==> src/serial_bus_defs.svh <==
`ifndef SERIAL_BUS_DEFS_SVH
`define SERIAL_BUS_DEFS_SVH

`define SB_ADDR_LEN 12       // address bits on the wire
`define SB_DATA_LEN 8
`define SB_SLAVE_LEN 2       // slave select width
`define SB_NUM_SLAVES 3
`define SB_SMALL_ADDR_LEN 11 // 2k slaves decode only this many

`endif
==> src/serial_bus_pkg.sv <==
package serial_bus_pkg;

	typedef logic [11:0] addr_t;    // bus address
	typedef logic [7:0] data_t;     // one byte
	typedef logic [1:0] slave_sel_t;
	typedef logic [3:0] bit_cnt_t;  // serial bit position

	typedef enum logic [2:0] {
		M_IDLE,
		M_REQUEST,
		M_START,
		M_ADDR,
		M_WDATA,
		M_RDATA,
		M_DONE
	} master_state_t;

	typedef enum logic [2:0] {
		S_IDLE,
		S_ADDR,
		S_WDATA,
		S_MEM,
		S_RDATA
	} slave_state_t;

endpackage

==> src/slave_return_mux.sv <==
`include "serial_bus_defs.svh"

module slave_return_mux (
	input  logic                       owner,
	input  serial_bus_pkg::slave_sel_t owner_sel,
	input  logic [`SB_NUM_SLAVES-1:0]  s_slave_ready,
	input  logic [`SB_NUM_SLAVES-1:0]  s_slave_valid,
	input  logic [`SB_NUM_SLAVES-1:0]  s_rx_bit,
	output logic                       m1_slave_ready,
	output logic                       m1_slave_valid,
	output logic                       m1_rx_bit,
	output logic                       m2_slave_ready,
	output logic                       m2_slave_valid,
	output logic                       m2_rx_bit,
	input  logic                       m1_master_ready,
	input  logic                       m2_master_ready,
	output logic [`SB_NUM_SLAVES-1:0]  s_master_ready
);

	logic sel_slave_ready;
	logic sel_slave_valid;
	logic sel_rx_bit;
	logic own_master_ready;

	assign own_master_ready = owner ? m2_master_ready : m1_master_ready;

	always_comb begin
		sel_slave_ready = 1'b0;
		sel_slave_valid = 1'b0;
		sel_rx_bit = 1'b0;
		for (int i = 0; i < `SB_NUM_SLAVES; i++) begin
			if (owner_sel == i) begin
				sel_slave_ready = s_slave_ready[i];
				sel_slave_valid = s_slave_valid[i];
				sel_rx_bit = s_rx_bit[i];
			end
			s_master_ready[i] = (owner_sel == i) & own_master_ready;
		end
	end

	// non-owner sees an idle bus
	assign m1_slave_ready = ~owner & sel_slave_ready;
	assign m1_slave_valid = ~owner & sel_slave_valid;
	assign m1_rx_bit = ~owner & sel_rx_bit;
	assign m2_slave_ready = owner & sel_slave_ready;
	assign m2_slave_valid = owner & sel_slave_valid;
	assign m2_rx_bit = owner & sel_rx_bit;

endmodule

==> config.mk <==
export PLATFORM = sky130hd
export DESIGN_NAME = slave_return_mux
export DESIGN_NICKNAME = d
export VERILOG_FILES = /design/src/serial_bus_pkg.sv /design/src/slave_return_mux.sv
export VERILOG_INCLUDE_DIRS = /design/src
export SDC_FILE = /design/constraint.sdc
export NUM_CORES = 1
export LEC_CHECK = 0
export ABC_AREA = 0
export BUFFER_PORTS_ARGS = -buffer_cell sky130_fd_sc_hd__buf_2
export CAP_MARGIN = 25
export CORE_AREA = 2 2 39 41
export DETAILED_ROUTE_END_ITERATION = 10
export DIE_AREA = 0 0 41 43
export PLACE_DENSITY_LB_ADDON = 0.2
export SLEW_MARGIN = 20
export SYNTH_ARGS = -nofsm -noshare
export SYNTH_HDL_FRONTEND = slang
export SYNTH_SLANG_ARGS = --single-unit
==> constraint.sdc <==
create_clock -name vclk -period 0.8
set_clock_uncertainty 0.2 [all_clocks]
set_input_delay 0.04 -clock vclk [all_inputs]
set_output_delay 0.04 -clock vclk [all_outputs]
set_load 0.02 [all_outputs]
[After elaboration in Yosys (flattened, before gate mapping)]
Index checks and enable logic that the tools add are counted.
Operators by class
  equal/unequal tests: 2
  multiplexer cells: 10
  bitwise gates (word level): 10
  reduce and logical (&&, ||, !) cells: 1
Operators with widths (number)
  $mux 1: 10
  $and 1x1->1: 9
  $eq 2x1->1 const B: 1
  $eq 2x2->1 const B: 1
  $logic_not 2->1: 1
  $not 1->1: 1
Storage, ports and cells
  flip-flop bits (word level): 0
  output and inout bits: 9
  word-level logic and storage cells: 23

[Longest topological paths before layout]
  depth after elaboration: 5
  depth in mapped cells: 4
  mapped depth without buffers: 3

[Worst setup path after synthesis]
OpenSTA, ideal clock, no wires.
  path type: input to output
  start point: input port owner_sel[1]
  end point: output port m1_slave_ready
  data arrival time: 0.873 ns
  required time: 0.560 ns
  setup slack: -0.313 ns
  stages: 4
  cells stage by stage: buf_6 > nor2b_4 > a211oi_2 > a211oi_1
On the way
  word-level cells in the longest chain between the ends: 5
  elaborated cells on any way between the ends: 7
  classes of those cells: eq/ne: 2; mux: 3; bitwise: 1; reduce/logical: 1
Ends and longest elaborated chain
  start: declaration: line slave_return_mux.sv:5  | input serial_bus_pkg::slave_sel_t owner_sel,
  $logic_not 2->1: line slave_return_mux.sv:32  | if (owner_sel == i) begin
  $mux 1 (2 in series): line slave_return_mux.sv:32
  $mux 1 *: line slave_return_mux.sv:32
  $and 1x1->1 *: line slave_return_mux.sv:42  | assign m1_slave_ready = ~owner & sel_slave_ready;
  end: declaration: line slave_return_mux.sv:9  | output logic m1_slave_ready,
Every way passes the cells marked *; elsewhere a longest branch is shown, timed or not.

[Worst setup path in the final report]
  start point: input port owner_sel[1]
  end point: output port m2_rx_bit
On the way
  word-level cells in the longest chain between the ends: 5
  elaborated cells on any way between the ends: 7
  classes of those cells: eq/ne: 2; mux: 3; bitwise: 1; reduce/logical: 1
Ends and longest elaborated chain
  $logic_not 2->1: line slave_return_mux.sv:32
  $mux 1 (2 in series): line slave_return_mux.sv:32
  $mux 1 *: line slave_return_mux.sv:32
  $and 1x1->1 *: line slave_return_mux.sv:47  | assign m2_rx_bit = owner & sel_rx_bit;
  end: declaration: line slave_return_mux.sv:14  | output logic m2_rx_bit,
Marked as above.

==> impl_metrics.tcl <==
set metrics [dict create \
    outcome "finished, violations left" \
    violations "negative setup slack" \
    yosysWarnings 0 \
    port_buffers 23 \
    drt_wl_total_um 761 \
    fp.dieW_um 41 \
    rsz0062_at_grt "true" \
    power_leakage_uw 0.000264 \
    relSlewSlack 0.792 \
    nFillCells 135 \
    tightest_slew_ns 0.312 \
    nets 68 \
    p_per_area_mw_per_mm2 612 \
    endpoint_kind "output port" \
    core_mm2 0.00138 \
    grt_pass1_vias 297 \
    synth.largest_area_cell "a211oi_1" \
    post-layout-total-power_uw 389 \
    holdCritPathClass "input pin to output port" \
    ant_nets 0 \
    n_antenna_cell 0 \
    critPathRequiredTime_ns 0.56 \
    syn_inst 22 \
    fin_cells 68 \
    mostFrequentLayoutCells "buf_6, buf_2, buf_4" \
    area.growth.synth_to_final_pct 234 \
    cp_max_fo 5 \
    dpl_cell_area_um2 462 \
    seq_cells 0 \
    via_per_inst 4.22 \
    dieHeight_um 43 \
    dp_worst_setup_slack_ns -0.397 \
    drtPass1Iterations 1 \
    num_rows 14 \
    grt_pass1_wl_um 1230 \
    die_area_mm2 0.00176 \
    antenna_found_initial 0 \
    gp_congestion 0.603 \
    postLayoutCellArea_um2 636 \
    route.detailed.drc 0 \
    worst-setup-path-type "input pin to output port" \
    fmax_ghz 0.994 \
    dp_hpwl_um 592 \
    yosys.area.top_type_share 0.316 \
    io_pins 23 \
    final_common_cell "buf_6" \
    drtIter0Drc 0 \
    dp_cells 66 \
    slew_viol_final 0 \
    syn_nets 36 \
    finalHoldViolCount 0 \
    dr_total_vias 287 \
    min_period_over_period 1.26 \
    drive_gt1_frac 0.981 \
    synth.distinct_cells 11 \
    finalSetupTns_ns -1.35 \
    syn_area_um2 190 \
    irDropWorstVdd_v 0.000225 \
    wl_per_cell_um 11.2 \
    initial_core_util 0.137 \
    maxCapViolations 0 \
    grt.total_usage 0.0980 \
    startpoint_type "input pin" \
    overflow 0 \
    ys_seq_area_frac 0 \
    synthTopCellsByArea "a211oi_1, nand2b_4, nor3b_1" \
    synth.avg_cell_area_um2 8.64 \
    post-route-min-period_ns 1.01 \
    setup_viol 9 \
    nClkBuffers 0 \
    area.sequential_um2 0 \
    postLayoutSetupSlackWorst_ns -0.206 \
    crit_arrival_ns 0.77 \
    grt_max_degree 7 \
]
[routing by layer]
layer / vias to the layer above / track usage / part of all wire
met3: 0 / 0.0105 / 0.091
met1: 136 / 0.149 / 0.40
met5: - / 0 / 0
met2: 14 / 0.153 / 0.51
met4: 0 / 0 / 0
li1: 137 / - / -
[worst max-delay path, cell delays in order]
cell and delay [ns]:
buf_12 0.11, buf_6 0.11, nand2b_4 0.15, a211oi_4 0.21
buf_6 0.14
[cells in the mapped netlist, drive strengths merged]
cell    n
nand2b  3
nor3b   2
inv     1
mux2i   1
buf     2
a211oi  9
nor3    1
nor2b   3
[stage by stage]
stage          hold slack, ns   util
6_report                0.221  0.459
4_1_cts                 0.135  0.454
3_5_place_dp            0.237  0.334
5_1_grt                 0.238  0.459
3_3_place_gp            0.234  0.334
2_1_floorplan         -0.0894      -
[cell type report]
type | instances | area (um2) | share of cell area
Inverter | 1 | 3.75 | 0.00591
Multi-Input combinational cell | 19 | 308 | 0.484
Timing Repair Buffer | 32 | 304 | 0.478
Tap cell | 16 | 20.0 | 0.0315
[power by group]
group	switching [uW]	internal, uW
clock network	0	0
registers	0	0
logic	172	218
total	172	218
[cells by family after synthesis]
kind of cell / after synthesis / synth area share
mux: 1 / 0.0526
buf+inv: 3 / 0.105
compound gates: 9 / 0.382
simple gates: 9 / 0.460
[final timing paths]
kind / startpoint / to / slack, ns / depth (start not counted)
worst min-delay path: owner / m1_slave_ready / 0.22 / 4
worst max-delay path: owner_sel[1] / m2_rx_bit / -0.21 / 5
[what timing repair did]
| item | in CTS | in global routing |
|---|---|---|
| cloned | 1 | 0 |
| hold endpoints to repair | 0 | 0 |
| endpoints found under the setup margin | 9 | 9 |
| buffers inserted | 2 | 1 |
| resized for setup | 36 | 1 |
| pin swaps | 8 | 7 |
| hold buffers | 0 | 0 |
(Power assumes the default switching activity.)
