File: config.mk
export PLATFORM = sky130hd
export DESIGN_NAME = bus_master
export DESIGN_NICKNAME = d
export VERILOG_FILES = /design/src/serial_bus_pkg.sv /design/src/bus_master.sv
export VERILOG_INCLUDE_DIRS = /design/src
export SDC_FILE = /design/constraint.sdc
export NUM_CORES = 1
export LEC_CHECK = 0
export BUFFER_PORTS_ARGS = -buffer_cell sky130_fd_sc_hd__buf_2
export CORE_AREA = 2 2 66 68
export DETAILED_ROUTE_END_ITERATION = 10
export DIE_AREA = 0 0 68 70
export PLACE_DENSITY = 0.78
export SLEW_MARGIN = 15
export SYNTH_ARGS = -nofsm -noshare
export SYNTH_HDL_FRONTEND = slang
export SYNTH_SLANG_ARGS = --single-unit
File: constraint.sdc
create_clock -name clk -period 2.3 [get_ports clk]
set_input_delay 0.115 -clock clk [delete_from_list [all_inputs] [get_ports clk]]
set_output_delay 0.115 -clock clk [all_outputs]
set_load 0.02 [all_outputs]
File: src/serial_bus_defs.svh
`ifndef SERIAL_BUS_DEFS_SVH
`define SERIAL_BUS_DEFS_SVH

`define SB_ADDR_LEN 12       // address bits on the wire
`define SB_DATA_LEN 8
`define SB_SLAVE_LEN 2       // slave select width
`define SB_NUM_SLAVES 3
`define SB_SMALL_ADDR_LEN 11 // 2k slaves decode only this many

`endif
File: src/serial_bus_pkg.sv
package serial_bus_pkg;

	typedef logic [11:0] addr_t;    // bus address
	typedef logic [7:0] data_t;     // one byte
	typedef logic [1:0] slave_sel_t;
	typedef logic [3:0] bit_cnt_t;  // serial bit position

	typedef enum logic [2:0] {
		M_IDLE,
		M_REQUEST,
		M_START,
		M_ADDR,
		M_WDATA,
		M_RDATA,
		M_DONE
	} master_state_t;

	typedef enum logic [2:0] {
		S_IDLE,
		S_ADDR,
		S_WDATA,
		S_MEM,
		S_RDATA
	} slave_state_t;

endpackage

File: src/bus_master.sv
`include "serial_bus_defs.svh"

module bus_master (
	input  logic                       clk,
	input  logic                       rst,
	input  logic                       cmd_valid,
	output logic                       cmd_ready,
	input  logic                       cmd_write,
	input  serial_bus_pkg::slave_sel_t cmd_slave,
	input  serial_bus_pkg::addr_t      cmd_addr,
	input  serial_bus_pkg::data_t      cmd_wdata,
	output logic                       done,
	output serial_bus_pkg::data_t      rdata,
	output logic                       request,
	input  logic                       grant,
	output serial_bus_pkg::slave_sel_t slave_sel,
	output logic                       trans_done,
	output logic                       master_valid,
	output logic                       write_en,
	output logic                       read_en,
	output logic                       tx_bit,
	input  logic                       slave_ready,
	input  logic                       slave_valid,
	input  logic                       rx_bit,
	output logic                       master_ready
);

	localparam serial_bus_pkg::bit_cnt_t ADDR_LAST = `SB_ADDR_LEN - 1;
	localparam serial_bus_pkg::bit_cnt_t DATA_LAST = `SB_DATA_LEN - 1;

	serial_bus_pkg::master_state_t state;
	serial_bus_pkg::bit_cnt_t      cnt;
	serial_bus_pkg::addr_t         addr_sr;  // msb goes out first
	serial_bus_pkg::data_t         wdata_sr;
	logic [`SB_DATA_LEN-2:0]       rx_sr;    // first seven read bits
	logic                          is_write;
	logic                          accept;
	logic                          tx_fire;
	logic                          rx_fire;

	assign accept = cmd_valid & cmd_ready;
	assign tx_fire = master_valid & slave_ready;
	assign rx_fire = slave_valid & master_ready;

	assign cmd_ready = (state == serial_bus_pkg::M_IDLE);
	assign request = (state == serial_bus_pkg::M_REQUEST);
	assign master_valid = (state == serial_bus_pkg::M_START) |
		(state == serial_bus_pkg::M_ADDR) | (state == serial_bus_pkg::M_WDATA);
	assign write_en = (state == serial_bus_pkg::M_START) & is_write;  // start beat only
	assign read_en = (state == serial_bus_pkg::M_START) & ~is_write;
	assign tx_bit = (state == serial_bus_pkg::M_WDATA) ? wdata_sr[`SB_DATA_LEN-1] :
		addr_sr[`SB_ADDR_LEN-1];
	assign master_ready = (state == serial_bus_pkg::M_RDATA);  // never stalls the slave
	assign done = (state == serial_bus_pkg::M_DONE);
	assign trans_done = done;  // releases the arbiter

	always_ff @(posedge clk) begin
		if (rst) begin
			state <= serial_bus_pkg::M_IDLE;
			cnt <= '0;
		end else begin
			case (state)
				serial_bus_pkg::M_IDLE: if (accept) state <= serial_bus_pkg::M_REQUEST;
				serial_bus_pkg::M_REQUEST: if (grant) state <= serial_bus_pkg::M_START;
				serial_bus_pkg::M_START: if (tx_fire) state <= serial_bus_pkg::M_ADDR;
				serial_bus_pkg::M_ADDR: begin
					if (tx_fire) begin
						if (cnt == ADDR_LAST) begin
							cnt <= '0;
							state <= is_write ? serial_bus_pkg::M_WDATA :
								serial_bus_pkg::M_RDATA;
						end else begin
							cnt <= cnt + 1'b1;
						end
					end
				end
				serial_bus_pkg::M_WDATA, serial_bus_pkg::M_RDATA: begin
					if (tx_fire || rx_fire) begin
						if (cnt == DATA_LAST) begin
							cnt <= '0;
							state <= serial_bus_pkg::M_DONE;
						end else begin
							cnt <= cnt + 1'b1;
						end
					end
				end
				default: state <= serial_bus_pkg::M_IDLE;  // done lasts one cycle
			endcase
		end
	end

	always_ff @(posedge clk) begin
		if (accept) begin
			is_write <= cmd_write;
			slave_sel <= cmd_slave;
			addr_sr <= cmd_addr;
			wdata_sr <= cmd_wdata;
		end
		if (tx_fire && state == serial_bus_pkg::M_ADDR)
			addr_sr <= {addr_sr[`SB_ADDR_LEN-2:0], 1'b0};
		if (tx_fire && state == serial_bus_pkg::M_WDATA)
			wdata_sr <= {wdata_sr[`SB_DATA_LEN-2:0], 1'b0};
		if (rx_fire) begin
			rx_sr <= {rx_sr[`SB_DATA_LEN-3:0], rx_bit};
			if (cnt == DATA_LAST)
				rdata <= {rx_sr, rx_bit};  // held until the next read ends
		end
	end

	// the interconnect routes only the owner, so driving without a grant corrupts the bus
	a_valid_needs_grant: assert property (@(posedge clk) disable iff (rst)
		master_valid |-> grant);

endmodule

; ---- Yosys cells after proc, flatten, opt, wreduce, memory -nomap -nowiden
; Cells that the tools add are included.
[classes]
n_mux = 19
n_reduce_logical = 11
n_eq_ne = 15
bitwise = 8
n_addsub = 1
[op_table]
columns = op, count
row1 = $mux 12, 2
row2 = $mux 3, 7
row3 = $mux 4, 4
row4 = $mux 8, 2
row5 = $pmux 3 s5, 1
row6 = $ne 2x2->1 const B, 5
row7 = $eq 3x3->1 const B, 3
row8 = $pmux 4 s2, 1
row9 = $reduce_and 7->1, 1
row10 = $eq 3x2->1 const B, 2
row11 = $reduce_bool 2->1, 3
row12 = $and 1x1->1, 5
row13 = $add 4x1->4 const B, 1
row14 = $eq 4x3->1 const B, 1
row15 = $eq 4x4->1 const B, 1
row16 = $ne 2x1->1 const B, 2
row17 = $eq 3x1->1 const B, 1
row18 = $logic_not 3->1, 1
row19 = $reduce_and 3->1, 1
row20 = $logic_and 1x1->1, 2
row21 = $mux 1, 2
row22 = $or 1x1->1, 2
row23 = $reduce_and 2->1, 1
row24 = $reduce_or 2->1, 1
row25 = other kinds (2), 2
[totals]
wordCells = 64
input_bits = 30
reg_bits = 45
out_inout_bits = 19

; ---- Longest topological paths before layout
[depth]
word_depth = 7
depth_mapped = 6
depth_no_buf = 5

; ---- Least setup slack after synthesis
; Ideal clock, no wire load.
[synth_timing]
path_kind = register to register
start = reg state[2]
end = reg rdata[0], enable pin
path_slack_ns = 0.443
path_buffers = 1
path_stages_with_launch = 6
period_less_slack_ns = 1.857
setup_ns = 0.370
arrival_ns = 1.487
required_time_ns = 1.930
cell_sequence = dfxtp_1 > buf_2 > and2b_4 > and2_1 > nand2_1 > nor2_1
[synth_via]
elab_chain_len = 3
[synth_rtl]
columns = element, line
row1 = start: declaration, bus_master.sv:31  ; serial_bus_pkg::master_state_t state;
row2 = start signal: assignment, bus_master.sv:59  ; state <= serial_bus_pkg::M_IDLE;
row3 = start signal: assignment, bus_master.sv:63  ; serial_bus_pkg::M_IDLE: if (accept) state <= serial_bus_pkg::M_REQUEST;
row4 = start signal: assignment, bus_master.sv:64  ; serial_bus_pkg::M_REQUEST: if (grant) state <= serial_bus_pkg::M_START;
row5 = $eq 3x3->1, bus_master.sv:53  ; assign master_ready = (state == serial_bus_pkg::M_RDATA);
row6 = named net master_ready, bus_master.sv:25  ; output logic master_ready
row7 = $and 1x1->1, bus_master.sv:43  ; assign rx_fire = slave_valid & master_ready;
row8 = $reduce_and 2->1 (no source line), --
row9 = end signal: assignment, bus_master.sv:106  ; rdata <= {rx_sr, rx_bit};
row10 = end: declaration, bus_master.sv:13  ; output serial_bus_pkg::data_t rdata,
; The timed path passes the listed nets, and every way through them passes these cells.
; A chain may end at the register's enable or synchronous reset.

; ---- Worst setup path in the final report
[layout_timing]
start = reg state[2]
end = reg wdata_sr[2], enable pin
[layout_via]
elab_chain_len = 6
word_cells_on_any_way = 10
cone_classes = 3 x eq/ne / 4 x bitwise / 3 x reduce/logical
[layout_rtl]
columns = element, line
row1 = $eq 3x2->1 (on tied branches), "bus_master.sv:47, bus_master.sv:48"
row2 = $or 1x1->1, bus_master.sv:47  ; assign master_valid = (state == serial_bus_pkg::M_START) |
row3 = $or 1x1->1, bus_master.sv:48  ; (state == serial_bus_pkg::M_ADDR) | (state == serial_bus_pkg::M_WDATA);
row4 = $and 1x1->1, bus_master.sv:42  ; assign tx_fire = master_valid & slave_ready;
row5 = $logic_and 1x1->1, bus_master.sv:101  ; if (tx_fire && state == serial_bus_pkg::M_WDATA)
row6 = $reduce_bool 2->1 (no source line) (*), --
row7 = end signal: assignment, bus_master.sv:97  ; wdata_sr <= cmd_wdata;
row8 = end signal: assignment, bus_master.sv:102  ; wdata_sr <= {wdata_sr[`SB_DATA_LEN-2:0], 1'b0};
row9 = end: declaration, bus_master.sv:34  ; serial_bus_pkg::data_t wdata_sr;
; Every way passes the cells marked *; elsewhere a longest branch is shown, timed or not.

==> impl_metrics.csv <==
group,metric,value,unit
global_route,grt_pass1_vias,1253,
die,die_w,68,µm
yosys,synthFlopType,"edfxtp_1",
outcome,run_status,"finished clean",
timing,finalHoldViolCount,0,
timing,setup_viol,0,
yosys,syn_area_per_cell,14.1,µm²
setup_path,path_max_fanout,12,
power_and_ir_drop,finalPower,1830,µW
clock_network,ctsLongestPathBuffers,2,
routing,via_count,1291,
routing,vias_per_cell,5.36,
final_layout,n_antenna_cell,0,
final_layout,area_delta_synth_final,21.9,%
timing,final-max-slew-violation-count,0,
routing,avgRoutedWirePerCell,14.4,µm
setup_path,reg2reg_setup_slack,0.41,ns
setup_path,endpoint_kind,"flip-flop",
yosys,synth_seq_cells,45,
setup_path,crit_required,2.29,ns
timing,tns,0,ns
yosys,syn_area,0.00193,mm²
timing,post-route-period-util,0.821,
final_layout,final_util,0.567,
yosys,ys_seq_area_frac,0.654,
routing,antenna_left,0,
timing,worst_pin_slew,0.540,ns
yosys,synth_cell_types,37,
timing,whs,0.0170,ns
timing,fmax,530,MHz
setup_path,worstSetupStartpoint,"state[2]",
final_layout,drive_gt1_frac,0.344,
setup_path,critPathCapture,"wdata_sr[2]",
placed_design,portBuffers,48,
setup_path,reg2reg_depth,4,
setup_path,start_kind,"flip-flop",
routing,wirelength,3.46,mm
power_and_ir_drop,p_leak,0.000920,µW
final_layout,final_cells,241,
clock_network,cts_buffers,5,
worst_hold_path,hold_path.class,"in -> reg",
power_and_ir_drop,power_density,779,mW/mm²
yosys,async_flop_share,0,
clock_network,ctsResizeCount,0,
yosys,syn_nets,168,
run,drv_cap,0,
global_route,antenna_found_initial,0,
setup_path,timing_worst_setup_path_type,"reg -> reg",
clock_network,clk_latency,0.30,ns
clock_network,clockRootBuffer,"clkbuf_8",
clock_network,postCtsSetupBuffers,0,
global_route,grt_pass1_wl,5.74,mm
die,core,0.00414,mm²
global_route,grt_use_total,0.166,
clock_network,clk_pin_slew,0.09,ns
timing,finClkSkew,0.0151,ns
die,ios,49,
timing,fin_crit,1.89,ns
routing,drc,0,
yosys,synthCells,137,
global_route,grt_overflow,0,
placed_design,dpl.cell_count,230,
die,rows,24,
yosys,synth_edf_count,36,
clock_network,cts.sinks,45,
die,die-area,0.00476,mm²
placed_design,gp_congestion,0.776,
final_layout,final_nets,219,
timing,rsz0062_at_grt,"false",
routing,dr.pass1.iters,4,
routing,initialDrtViolationCount,72,
die,initial_core_util,0.465,
power_and_ir_drop,peakVddDrop,0.000483,V
setup_path,crit_arrival,1.88,ns
setup_path,r2r_start,"state[2]",
clock_network,cts_hold_buffers,3,
die,die_h,70,µm
timing,slew_headroom,0.639,
setup_path,rr_endpoint,"wdata_sr[2]",
placed_design,hpwl,2.55,mm
clock_network,htree_levels,2,
clock_network,cts_tree,"built",
yosys,synth-warning-count,0,
global_route,grt_max_degree,25,
==> per-stage QoR <==
| step | setup WS, ns | cell area (µm²) |
|---|---|---|
| after detailed placement | 0.408 | 2200 |
| after CTS | 0.396 | 2350 |
| after global routing | 0.209 | 2350 |
| after floorplan | 0.443 | 1930 |
| after global placement | 0.516 | 2200 |
| final | 0.412 | 2350 |
==> worst max-delay path: stages (launching register included) <==
cell and delay [ns]:
dfxtp_1 0.58, nand2b_1 0.18, nor2_1 0.16, and2_1 0.33
or2_1 0.33
==> kinds of logic after synthesis <==
group,count (synthesis),share of synthesized area
AOI/OAI and AO/OA,37,0.156
adders and majority gates,1,0.00649
buffers and inverters,12,0.0324
DFF,45,0.654
muxes,7,0.0383
and+or+nand+nor,35,0.112
==> area by class of cell <==
type,count,area (µm²)
clock inverters,2,37.5
inverters,2,7.51
multi-input cells,80,604
well taps,52,65.1
clock buffers,6,82.6
repair buffers,54,293
fillers,363,1790
flip-flops and latches,45,1260
==> Yosys cell counts, types with 2 or more instances <==
library cell / number / share of area
buf_4: 3 / 0.012
mux2_2: 2 / 0.012
nand2_1: 5 / 0.0097
or2_1: 2 / 0.0065
mux2i_1: 4 / 0.021
o21ai_0: 3 / 0.0078
nor2_1: 8 / 0.016
dfxtp_1: 9 / 0.093
nor3_1: 2 / 0.0052
inv_1: 2 / 0.0039
nand2b_1: 5 / 0.016
nand3b_1: 2 / 0.0078
a22o_1: 18 / 0.082
edfxtp_1: 36 / 0.56
a21oi_1: 6 / 0.016
a2111o_1: 2 / 0.012
and2_1: 2 / 0.0065
clkbuf_1: 2 / 0.0039
buf_2: 5 / 0.013
nor3b_1: 2 / 0.0078
==> sequential cells by signal, indices dropped and copies added, names as in the netlist <==
| register | flops |
|---|---|
| addr_sr | 12 |
| cnt | 4 |
| wdata_sr | 8 |
| slave_sel | 2 |
| is_write | 1 |
| state | 3 |
| rx_sr | 7 |
| rdata | 8 |
==> power breakdown <==
part	leakage (µW)	internal (µW)	switching, µW	total [µW]
logic	0.000449	107	116	223
registers	0.000414	958	45.8	1000
clock network	0.0000574	353	252	604
==> how the worst min path moves through the flow <==
stage               startpoint  endpoint  slack (ns)  cells past startpoint
finish                  rx_bit  rx_sr[0]        0.02                      1
global route            rx_bit  rdata[0]       0.004                      1
CTS                     rx_bit  rx_sr[0]        0.01                      1
detailed placement   cmd_write  is_write        0.29                      1
global placement     cmd_write  is_write        0.29                      1
floorplan                  rst    cnt[3]        0.18                      1
==> layer usage <==
layer,part of all wire,global-route usage
met1,0.43,0.208
met2,0.50,0.262
met3,0.066,0.0612
met4,0.012,0.0533
met5,0,0
==> layout by cell type, fill, tap and decap left out, drive strengths merged <==
cell type and instances:
nor2b 1, a22o 18, or2 2, nor4b 1
nand2 5, mux2i 4, edfxtp 36, or2b 1
a21oi 8, and4b 1, o21ai 3, nand2b 5
a41o 1, bufinv 1, nor3b 2, clkinvlp 1
clkbuf 6, ha 1, nand3b 2, o31a 1
o22ai 1, and2b 1, a211o 1, o22a 1
a2111o 2, dlygate4sd3 3, nor3 2, mux2 3
inv 2, and2 2, nor2 8, buf 51
nand3 1, and3b 1, o221ai 1, dfxtp 9
Note: power is estimated with default switching activity, not from simulation.
