File: config.mk
export PLATFORM = sky130hd
export DESIGN_NAME = bus_arbiter
export DESIGN_NICKNAME = d
export VERILOG_FILES = /design/src/bus_arbiter.sv
export VERILOG_INCLUDE_DIRS = /design/src
export SDC_FILE = /design/constraint.sdc
export NUM_CORES = 1
export LEC_CHECK = 0
export BUFFER_PORTS_ARGS = -buffer_cell sky130_fd_sc_hd__buf_2
export CORE_AREA = 2 2 39 41
export CTS_CLUSTER_DIAMETER = 200
export DETAILED_ROUTE_END_ITERATION = 8
export DIE_AREA = 0 0 41 43
export GPL_ROUTABILITY_DRIVEN = 1
export PLACE_DENSITY = 0.31
export SKIP_LAST_GASP = 1
export SLEW_MARGIN = 20
export SYNTH_ARGS = -nofsm -noshare
export SYNTH_HDL_FRONTEND = slang
export SYNTH_SLANG_ARGS = --single-unit
File: constraint.sdc
create_clock -name clk -period 1.3 [get_ports clk]
set_input_delay 0.195 -clock clk [delete_from_list [all_inputs] [get_ports clk]]
set_output_delay 0.195 -clock clk [all_outputs]
set_load 0.02 [all_outputs]
File: src/serial_bus_defs.svh
`ifndef SERIAL_BUS_DEFS_SVH
`define SERIAL_BUS_DEFS_SVH

`define SB_ADDR_LEN 12       // address bits on the wire
`define SB_DATA_LEN 8
`define SB_SLAVE_LEN 2       // slave select width
`define SB_NUM_SLAVES 3
`define SB_SMALL_ADDR_LEN 11 // 2k slaves decode only this many

`endif
File: src/bus_arbiter.sv
`include "serial_bus_defs.svh"

module bus_arbiter (
	input  logic clk,
	input  logic rst,
	input  logic m1_request,
	input  logic m2_request,
	input  logic trans_done,
	output logic m1_grant,
	output logic m2_grant,
	output logic bus_busy
);

	assign bus_busy = m1_grant | m2_grant;

	always_ff @(posedge clk) begin
		if (rst) begin
			m1_grant <= 1'b0;
			m2_grant <= 1'b0;
		end else if (bus_busy) begin
			if (trans_done) begin  // owner finished, drop in next cycle
				m1_grant <= 1'b0;
				m2_grant <= 1'b0;
			end
		end else if (m1_request) begin
			m1_grant <= 1'b1;  // m1 has priority
		end else if (m2_request) begin
			m2_grant <= 1'b1;
		end
	end

	// only one master may own the serial lines
	a_grant_onehot: assert property (@(posedge clk) disable iff (rst)
		!(m1_grant && m2_grant));

endmodule

Word level (Yosys, flattened, before mapping)
Cells that the tools add are included.
{ "word_totals": {"regBits": 2} }
{ "op_classes": {"n_reduce_logical": 4, "n_mux": 6, "n_bitwise": 1, "n_eq_ne": 2} }
{ "op_table": {"columns": ["operator", "count"], "rows": [
  ["1-bit two-way mux", 6],
  ["2-bit nonzero test", 2],
  ["3-bit AND reduction", 1],
  ["2-bit by 1-bit inequality test with 1-bit output (second input constant)", 1],
  ["2-bit inequality test (second input constant)", 1],
  ["2-bit AND reduction", 1],
  ["1-bit bitwise OR", 1]
]} }

Longest topological paths before layout
Gate-level depths: netlist (run 1).
{ "logic_depth": {"word_depth": 3, "mapped_depth": 2, "mapped_depth_nobuf": 2} }

Worst setup path after synthesis (run 1)
OpenSTA, ideal clock, no wires.
{ "synth_timing": {"path_kind": "register to register", "startpoint": "register m1_grant", "endpoint": "register m2_grant", "synth_period_minus_slack_ns": 1.093, "path_buffers": 0, "arrival_time_ns": 1.027, "stages_incl_launch_ff": 3, "required_time_ns": 1.234, "slack_ns": 0.207, "cell_sequence": "dfxtp_1 -> or4b_4 -> a21oi_2"} }
{ "synth_via": {"elab_chain_len": 3} }
{ "synth_lines": {"columns": ["item", "line_no", "rtl"], "rows": [
  ["start, declared", "bus_arbiter.sv:9", "output logic m1_grant,"],
  ["start signal, assigned", "bus_arbiter.sv:18", "m1_grant <= 1'b0;"],
  ["start signal, assigned", "bus_arbiter.sv:22", "m1_grant <= 1'b0;"],
  ["start signal, assigned", "bus_arbiter.sv:26", "m1_grant <= 1'b1;"],
  ["1-bit bitwise OR (*)", "bus_arbiter.sv:14", "assign bus_busy = m1_grant | m2_grant;"],
  ["2-bit by 1-bit inequality test with 1-bit output (no line), or another cell as far along", null, null],
  ["3-bit AND reduction (no line)", null, null],
  ["end signal, assigned", "bus_arbiter.sv:19", "m2_grant <= 1'b0;"],
  ["end signal, assigned", "bus_arbiter.sv:23", "m2_grant <= 1'b0;"],
  ["end signal, assigned", "bus_arbiter.sv:28", "m2_grant <= 1'b1;"],
  ["end, declared", "bus_arbiter.sv:10", "output logic m2_grant,"]
]} }
Mark *: on every way between the ends. The rest lies on a longest branch, timed or not.
A chain may end at the register's enable or synchronous reset.

Worst setup path after layout (run 1)
{ "layout_timing": {"startpoint": "register m1_grant", "endpoint": "output bus_busy"} }
{ "layout_via": {"elab_chain_len": 1} }
{ "layout_lines": {"columns": ["item", "line_no", "rtl"], "rows": [
  ["1-bit bitwise OR", "bus_arbiter.sv:14", null],
  ["end, declared", "bus_arbiter.sv:11", "output logic bus_busy"]
]} }
No other way between the ends.

==> impl_results.md, run 1 <==
- Setup tns final: 0 ns
- Tot Pwr: about 250 uW
- Yosys warns: 0
- Max_slew headroom: approximately nine tenths
- CP cell instances: or2_1, buf_2
- Synthesis-to-finish area growth: 80.5%
- MaxCap Viol Count: 0
- Placed Area: roughly 150 um^2
- Max Clock Skew: 0.000324 ns
- Sequential-to-total area share from yosys stat: 41.6%
- Crit start category: register
- Initial Utilization: a little under 7%
- CP Class: reg2out
- Synthesized instance count: 9
- First-pass GRT wire length: just under 400 um
- Largest net degree at the start of global routing: 6
- Vias in the first global route: 108
- Worst path arrival time: 0.93 ns
- Placed cells: 32
- Worst EP required: 1.11 ns
- Avg Cell Area, Syn: roughly 11 um^2
- Final hold vios: 0
- Post-route design area: 174 um^2
- CTS H-tree lvls: 1
- Most frequent cells in the layout: buf_2 (7), clkbuf_4 (3), dfxtp_1 (2)
- Row Count: 14
- Worst Tran Pin Value: roughly 0.14 ns
- Leakage power: 0.0798 nW
- Synthesized flop and latch total: 2
- Routed WL: 271 um
- Crit-path max cell delay: 0.33 ns
- Grt ovf: 0
- Setup Viol. Count Final: 0
- Commonest non-fill, non-tap cell in the layout: buf_2
- Post-cts hold buffer count: 0
- Root Driver: clkbuf_4
- Post-CTS setup buffer count: 0
- Core footprint: 0.00138 mm^2
- Layout cells sized above 1: a little over three fifths
- Drt pass-1 iters: 2
- DRC Markers: 0
- Max FO, Critical Path: 5
- Status: complete, no violations
- FMAX: 891 MHz
- Final hold slack: 0.159 ns
- Worst path slowest cell: dfxtp_1
- CTS tree: built
- All-Layer GR Usage: 4.11%
- PortBufs: 7
- Vias per Instance: 3.00
- Die Y: 43 um
- Number of buffers created by CTS: 3
- Clock-pin slew on the worst setup and hold paths: 0.03 ns
- Mapped Area: 96.3 um^2
- Clk Latency, worst-skew pair: about 0.22 ns
- Post-Syn Nets: 14
- DR iter-0 viols: 1
- Total die area: approximately 0.0018 mm^2
- Peak VDD IR: 0.000241 V
- Final Max Slew Viols: 0
- Post-route minimum period: 1.12 ns
- Routed len/inst: 7.74 um
- Die Wd: 41 um
- ANT nets after route: 0
- Total number of vias: 105
- Layout Cells excl Fill: 35
- Fin nets: 26
- Post-CTS Resized: 0
- Unrepaired setup endpoints after global routing: no
- CP Capture Type: output port
- Pwr dens: between 1000 and 1500 mW/mm^2
- I/O pin count: 8
- Hold crit path type: in2reg
- Final GP Congestion: between 0.5 and 0.6
- Synth cell types: 8
- Diodes inserted: 0
- CTS sink count: 2
- Period utilization: between 80% and 90%
- Antenna violations before repair: 0
- Clock Path Buffers: 2
[cells by family after synthesis]
kind of cell       count (synthesis)  share of synthesized area, %
DFF                                2                          41.6
and+or+nand+nor                    5                          44.2
AOI/OAI and AO/OA                  2                          14.3
[Yosys cell counts]
cell      number  share of area [%]
a21oi_1        1                5.2
a21oi_2        1                9.1
dfxtp_1        2                 42
nand2b_1       1                6.5
or2_1          1                6.5
or2b_1         1                7.8
or3b_1         1                9.1
or4b_4         1                 14
[routing by layer]
metal | track usage, % | vias to the layer above | routed length [um] | share of wire, %
met5 | 0 | - | 0 | 0
li1 | - | 52 | - | -
met1 | 4.49 | 45 | 128 | 47
met3 | 3.14 | 0 | 47 | 17
met4 | 6.00 | 0 | 0 | 0
met2 | 3.75 | 8 | 94 | 35
[path summary, 6_finish.rpt]
check,start,end,slack [ns],depth (start not counted)
worst max-delay path,m1_grant,bus_busy,0.18,2
worst min-delay path,rst,m2_grant,0.16,2
worst max register to register,m1_grant,m2_grant,0.26,2
worst min register to register,m2_grant,m2_grant,0.52,2
[metrics by stage]
step / worst slack [ns] / utilization [%]
floorplan: 0.207 / -
global route: 0.136 / 12.6
global placement: 0.274 / 10.9
CTS: 0.163 / 12.6
detailed placement: 0.259 / 10.9
finish: 0.178 / 12.6
[power breakdown]
part           internal, mW  total (mW)  switching [mW]  leakage, nW
combinational        0.0191      0.0386          0.0195       0.0495
sequential           0.0663      0.0710         0.00467       0.0165
clock                 0.102       0.138          0.0360       0.0138
total                 0.187       0.248          0.0602       0.0798
[flip-flops by register name, summed over array words and instances, names as in the netlist]
register	count
m1_grant	1
m2_grant	1
[final cells by class]
| class | instances | area (um^2) |
|---|---|---|
| fill | 154 | 1210 |
| multi-input combinational | 7 | 56.3 |
| sequential | 2 | 40.0 |
| timing repair buffer | 7 | 35.0 |
| clock buffer | 3 | 22.5 |
| tap | 16 | 20.0 |
[critical path: cells and delay by family, from the launching register on]
kind / cells / cell delay (ns)
buffers and inverters: 1 / 0.15
DFF: 1 / 0.33
and+or+nand+nor: 1 / 0.22
(Power assumes the default switching activity.)
==> run 2, diff against run 1 <==
- CTS_BUF_LIST: unset -> sky130_fd_sc_hd__clkbuf_8
- SLEW_MARGIN: 20 -> unset
==> impl_results.md, run 2 (same netlist as run 1, synthesis figures left out) <==
- Post-CTS Resized: 0
- Max Clock Skew: 0.000465 ns
- First-pass GRT wire length: 407 um
- Layout cells sized above 1: 63.2%
- Clock-pin slew on the worst setup and hold paths: 0.03 ns
- Post-cts hold buffer count: 0
- Routed WL: between 200 and 300 um
- Reg2Reg Depth: 2
- Peak VDD IR: approximately 0.00024 V
- Row Count: 14
- Setup tns final: 0 ns
- FMAX: 904 MHz
- Worst Tran Pin Value: 0.144 ns
- Most frequent cells in the layout: buf_2 (7), clkbuf_8 (3), dfxtp_1 (2)
- Setup Viol. Count Final: 0
- Antenna violations before repair: 0
- Grt ovf: 0
- Worst Hold Depth: 2
- Drt pass-1 iters: 2
- NetSw: between 70 and 80 uW
- Worst path slowest cell: dfxtp_1
- Vias in the first global route: between 100 and 150
- CP Class: reg2out
- Biggest regs: m1_grant x1, m2_grant x1
- Status: complete, no violations
- Final Max Slew Viols: 0
- MaxCap Viol Count: 0
- Total number of vias: 108
- CP Capture Type: output port
- Synthesis-to-finish area growth: 100%
- Pwr dens: 1830 mW/mm^2
- Initial Utilization: 6.96%
- DRC Markers: 0
- Global route hottest layer: met4
- I/O pin count: 8
- Max FO, Critical Path: 5
- Period utilization: roughly 85%
- Reg power frac: 20.2%
- Worst EP required: between 1 and 1.5 ns
- PortBufs: 7
- Internal power: 281 uW
- Root Driver: clkbuf_8
- Clock power share: 68.9%
- CTS sink count: 2
- Vias per Instance: between 3 and 4
- Routed len/inst: 7.80 um
- CP cell instances: or2_1, buf_2
- Met3 global-route usage: 4.71%
- Diodes inserted: 0
- Die Wd: 41 um
- Leakage power: 0.0876 nW
- Met2 Usage GRT: 3.75%
- CTS H-tree lvls: 1
- Clock Path Buffers: 2
- Total die area: between 0.0015 and 0.002 mm^2
- DR iter-0 viols: 2
- Max_slew headroom: 90.4%
- Clk Latency, worst-skew pair: 0.21 ns
- Final GP Congestion: 0.539
- Core footprint: between 0.001 and 0.0015 mm^2
- Unrepaired setup endpoints after global routing: no
- Crit start category: register
- ANT nets after route: 0
- Final hold vios: 0
- Largest net degree at the start of global routing: 6
- Combinational power share: a little over a tenth
- Fin nets: 26
- Placed cells: 32
- CTS tree: built
- Hold crit path type: in2reg
- Number of buffers created by CTS: 3
- Commonest non-fill, non-tap cell in the layout: buf_2
- Final Util: 13.9%
- Post-route minimum period: ~1.1 ns
- GRT met1 Usage: under 10%
- Crit-path max cell delay: 0.33 ns
- Post-CTS setup buffer count: 0
- Die Y: 43 um
- All-Layer GR Usage: 4.41%
- Layout Cells excl Fill: 35
- Switching Fraction: 20.2%
- Worst path arrival time: just over 0.9 ns
[run 2: stage by stage]
stage	hold slack (ns)	instance area [um^2]	setup slack [ns]	power [mW]
global placement	0.380	151	0.274	0.109
floorplan	0.257	96.3	0.207	0.0941
global route	0.169	193	0.155	0.370
detailed placement	0.391	151	0.259	0.111
CTS	0.172	193	0.185	0.362
finish	0.177	193	0.194	0.352
[run 2: worst paths after layout]
check / start / to / slack (ns)
hold / removal: rst / m2_grant / 0.18
hold reg to reg: m2_grant / m2_grant / 0.52
setup reg to reg: m1_grant / m2_grant / 0.26
setup / recovery: m1_grant / bus_busy / 0.19
[run 2: layout make-up]
type,instances,area [um^2]
timing repair buffer,7,35.0
tap,16,20.0
multi-input combinational,7,56.3
sequential,2,40.0
clock buffer,3,41.3
fill,154,1190
[run 2: critical path, delay by kind of cell, from the launching register on]
kind	cells	cell delay, ns
and+or+nand+nor	1	0.22
buffers and inverters	1	0.15
DFF	1	0.33
[run 2: power groups by stage]
stage               combinational, mW  clock (mW)  sequential [mW]
detailed placement             0.0390           0           0.0719
global route                   0.0416       0.256           0.0721
CTS                            0.0391       0.252           0.0712
finish                         0.0387       0.243           0.0710
floorplan                      0.0179           0           0.0761
global placement               0.0380           0           0.0714
[run 2: routing by layer]
metal  share of wire, %  vias to the layer above
met1                 48                       48
met3                 17                        0
met5                  0                        -
met4                  0                        0
li1                   -                       52
met2                 35                        8
==> run 3, diff against run 2 <==
--- a/config.mk
+++ b/config.mk
@@ -7,5 +7,4 @@
 export NUM_CORES = 1
 export LEC_CHECK = 0
-export BUFFER_PORTS_ARGS = -buffer_cell sky130_fd_sc_hd__buf_2
 export CORE_AREA = 2 2 39 41
 export CTS_BUF_LIST = sky130_fd_sc_hd__clkbuf_8
@@ -13,8 +12,10 @@
 export DETAILED_ROUTE_END_ITERATION = 8
 export DIE_AREA = 0 0 41 43
+export DONT_BUFFER_PORTS = 1
 export GPL_ROUTABILITY_DRIVEN = 1
-export PLACE_DENSITY = 0.31
+export PLACE_DENSITY = 0.3
 export SKIP_LAST_GASP = 1
 export SYNTH_ARGS = -nofsm -noshare
 export SYNTH_HDL_FRONTEND = slang
 export SYNTH_SLANG_ARGS = --single-unit
+export TNS_END_PERCENT = 20
==> constraint.sdc (replaced) <==
create_clock -name clk -period 1.3 [get_ports clk]
set_input_delay 0.195 -clock clk [delete_from_list [all_inputs] [get_ports clk]]
set_output_delay 0.195 -clock clk [all_outputs]
set_load 0.01 [all_outputs]
==> impl_results.md, run 3 (same netlist as run 1, synthesis figures left out) <==
- DR iter-0 viols: 3
- Root Driver: clkbuf_8
- First-pass GRT wire length: between 400 and 500 um
- MaxCap Viol Count: 0
- Commonest non-fill, non-tap cell in the layout: clkbuf_8
- Worst Hold Depth: 1
- Drt pass-1 iters: 2
- Met3 routed WL: 50 um
- Max Clock Skew: 0.00119 ns
- Reg power frac: 22.7%
- Total die area: 0.00176 mm^2
- Synthesis-to-finish area growth: 63.6%
- Pwr dens: ~2100 mW/mm^2
- Period utilization: a little over four fifths
- Clock Path Buffers: 2
- CTS sink count: 2
- Final GP Congestion: 0.459
- Combinational power share: 4.8%
- Delay-heaviest family, CP: simple AND/OR/NAND/NOR gates
- DRC Markers: 0
- I/O pin count: 8
- R2r endpoint: m2_grant
- Grt ovf: 0
- NetSw: 58.5 uW
- Clock power share: between 70% and 80%
- Fillcell total: 154
- Final Max Slew Viols: 0
- CTS H-tree lvls: 1
- Hold crit path type: in2reg
- Vias per Instance: 3.21
- Worst path slowest cell: or4b_4
- Worst path arrival time: about 1.2 ns
- Clk Latency, worst-skew pair: 0.21 ns
- Max_slew headroom: 83.1%
- Fin nets: 19
- Top layer reached by signal wires: met3
- Post-route minimum period: around 1.1 ns
- CP Capture Type: register
- CP cell instances: or4b_4, a21oi_2
- Routed len/inst: 9.54 um
- Post-cts hold buffer count: 0
- CTS tree: built
- Number of buffers created by CTS: 3
- Die Wd: 41 um
- Row Count: 14
- Post-CTS setup buffer count: 0
- Final hold vios: 0
- Diodes inserted: 0
- Leakage power: 0.0571 nW
- Reg2Reg Depth: 2
- Biggest regs: m1_grant x1, m2_grant x1
- Setup Viol. Count Final: 0
- Core footprint: about 0.0014 mm^2
- Worst EP required: 1.44 ns
- Tot Pwr: ~330 uW
- R2R Setup Slk: approximately 0.20 ns
- Clock-pin slew on the worst setup and hold paths: 0.03 ns
- Vias in the first global route: 111
- Setup tns final: 0 ns
- Total number of vias: 90
- Hold_sp: rst
- Crit start category: register
- Internal power: about 270 uW
- Max FO, Critical Path: 5
- Post-CTS Resized: 0
- Worst reg2reg path startpoint: m1_grant
- All-Layer GR Usage: 4.80%
- FMAX: approximately 900 MHz
- Switching Fraction: 17.7%
- Layout cells sized above 1: 41.7%
- Buffers & Inverters on Critical Path: 0
- Worst hold path endpoint: m2_grant
- Antenna violations before repair: 0
- Worst Tran Pin Value: between 0.2 and 0.3 ns
- Routed met2 length: 100 um
- Most frequent cells in the layout: clkbuf_8 (3), dfxtp_1 (2)
- Crit-path max cell delay: between 0.5 and 0.6 ns
- Peak VDD IR: ~0.00065 V
- ANT nets after route: 0
- Routed WL: ~270 um
- PortBufs: 0
- CP Class: reg2reg
- Unrepaired setup endpoints after global routing: no
- Initial Utilization: 6.96%
- Largest net degree at the start of global routing: 6
- Die Y: 43 um
- Met1 WL: roughly 120 um
- Status: complete, no violations
==> run 3: worst max-delay path by stage <==
stage                         from        to  cells after the start
after floorplan           m1_grant  m2_grant                      2
after global placement    m1_grant  m2_grant                      2
after detailed placement  m1_grant  m2_grant                      2
after CTS                 m1_grant  m2_grant                      2
after global routing      m1_grant  m2_grant                      2
final                     m1_grant  m2_grant                      2
==> run 3: power groups by stage <==
stage / Clock, mW / Combinational [mW] / Sequential [mW]
2_1_floorplan: 0 / 0.0152 / 0.0729
3_3_place_gp: 0 / 0.0159 / 0.0747
3_5_place_dp: 0 / 0.0160 / 0.0756
4_1_cts: 0.250 / 0.0161 / 0.0749
5_1_grt: 0.263 / 0.0173 / 0.0764
6_report: 0.239 / 0.0159 / 0.0749
==> run 3: worst reg2reg max path, stage by stage, from the launching register on <==
cell and delay, ns:
dfxtp_1 0.37, or4b_4 0.56, a21oi_2 0.11
==> run 3: cell type report <==
type,count,area (um^2),share of cell area [%]
clock buffers,3,41.3,26.2
multi-input cells,7,56.3,35.7
well taps,16,20.0,12.7
flip-flops and latches,2,40.0,25.4
==> run 3: per-stage QoR <==
| stage | setup slack [ns] | cell area (um^2) | instances | util, % | hold slack, ns |
|---|---|---|---|---|---|
| after floorplan | 0.257 | 96.3 | 9 | - | 0.257 |
| after global placement | 0.223 | 116 | 25 | 8.41 | 0.259 |
| after detailed placement | 0.205 | 116 | 25 | 8.41 | 0.260 |
| after CTS | 0.198 | 158 | 28 | 11.4 | 0.0411 |
| after global routing | 0.169 | 158 | 28 | 11.4 | 0.0312 |
| final | 0.200 | 158 | 28 | 11.4 | 0.0473 |
==> run 3: layer usage <==
| metal | vias up | track usage, % |
|---|---|---|
| li1 | 39 | - |
| met1 | 41 | 5.10 |
| met2 | 10 | 4.38 |
| met3 | 0 | 4.71 |
| met4 | 0 | 6.00 |
| met5 | - | 0 |
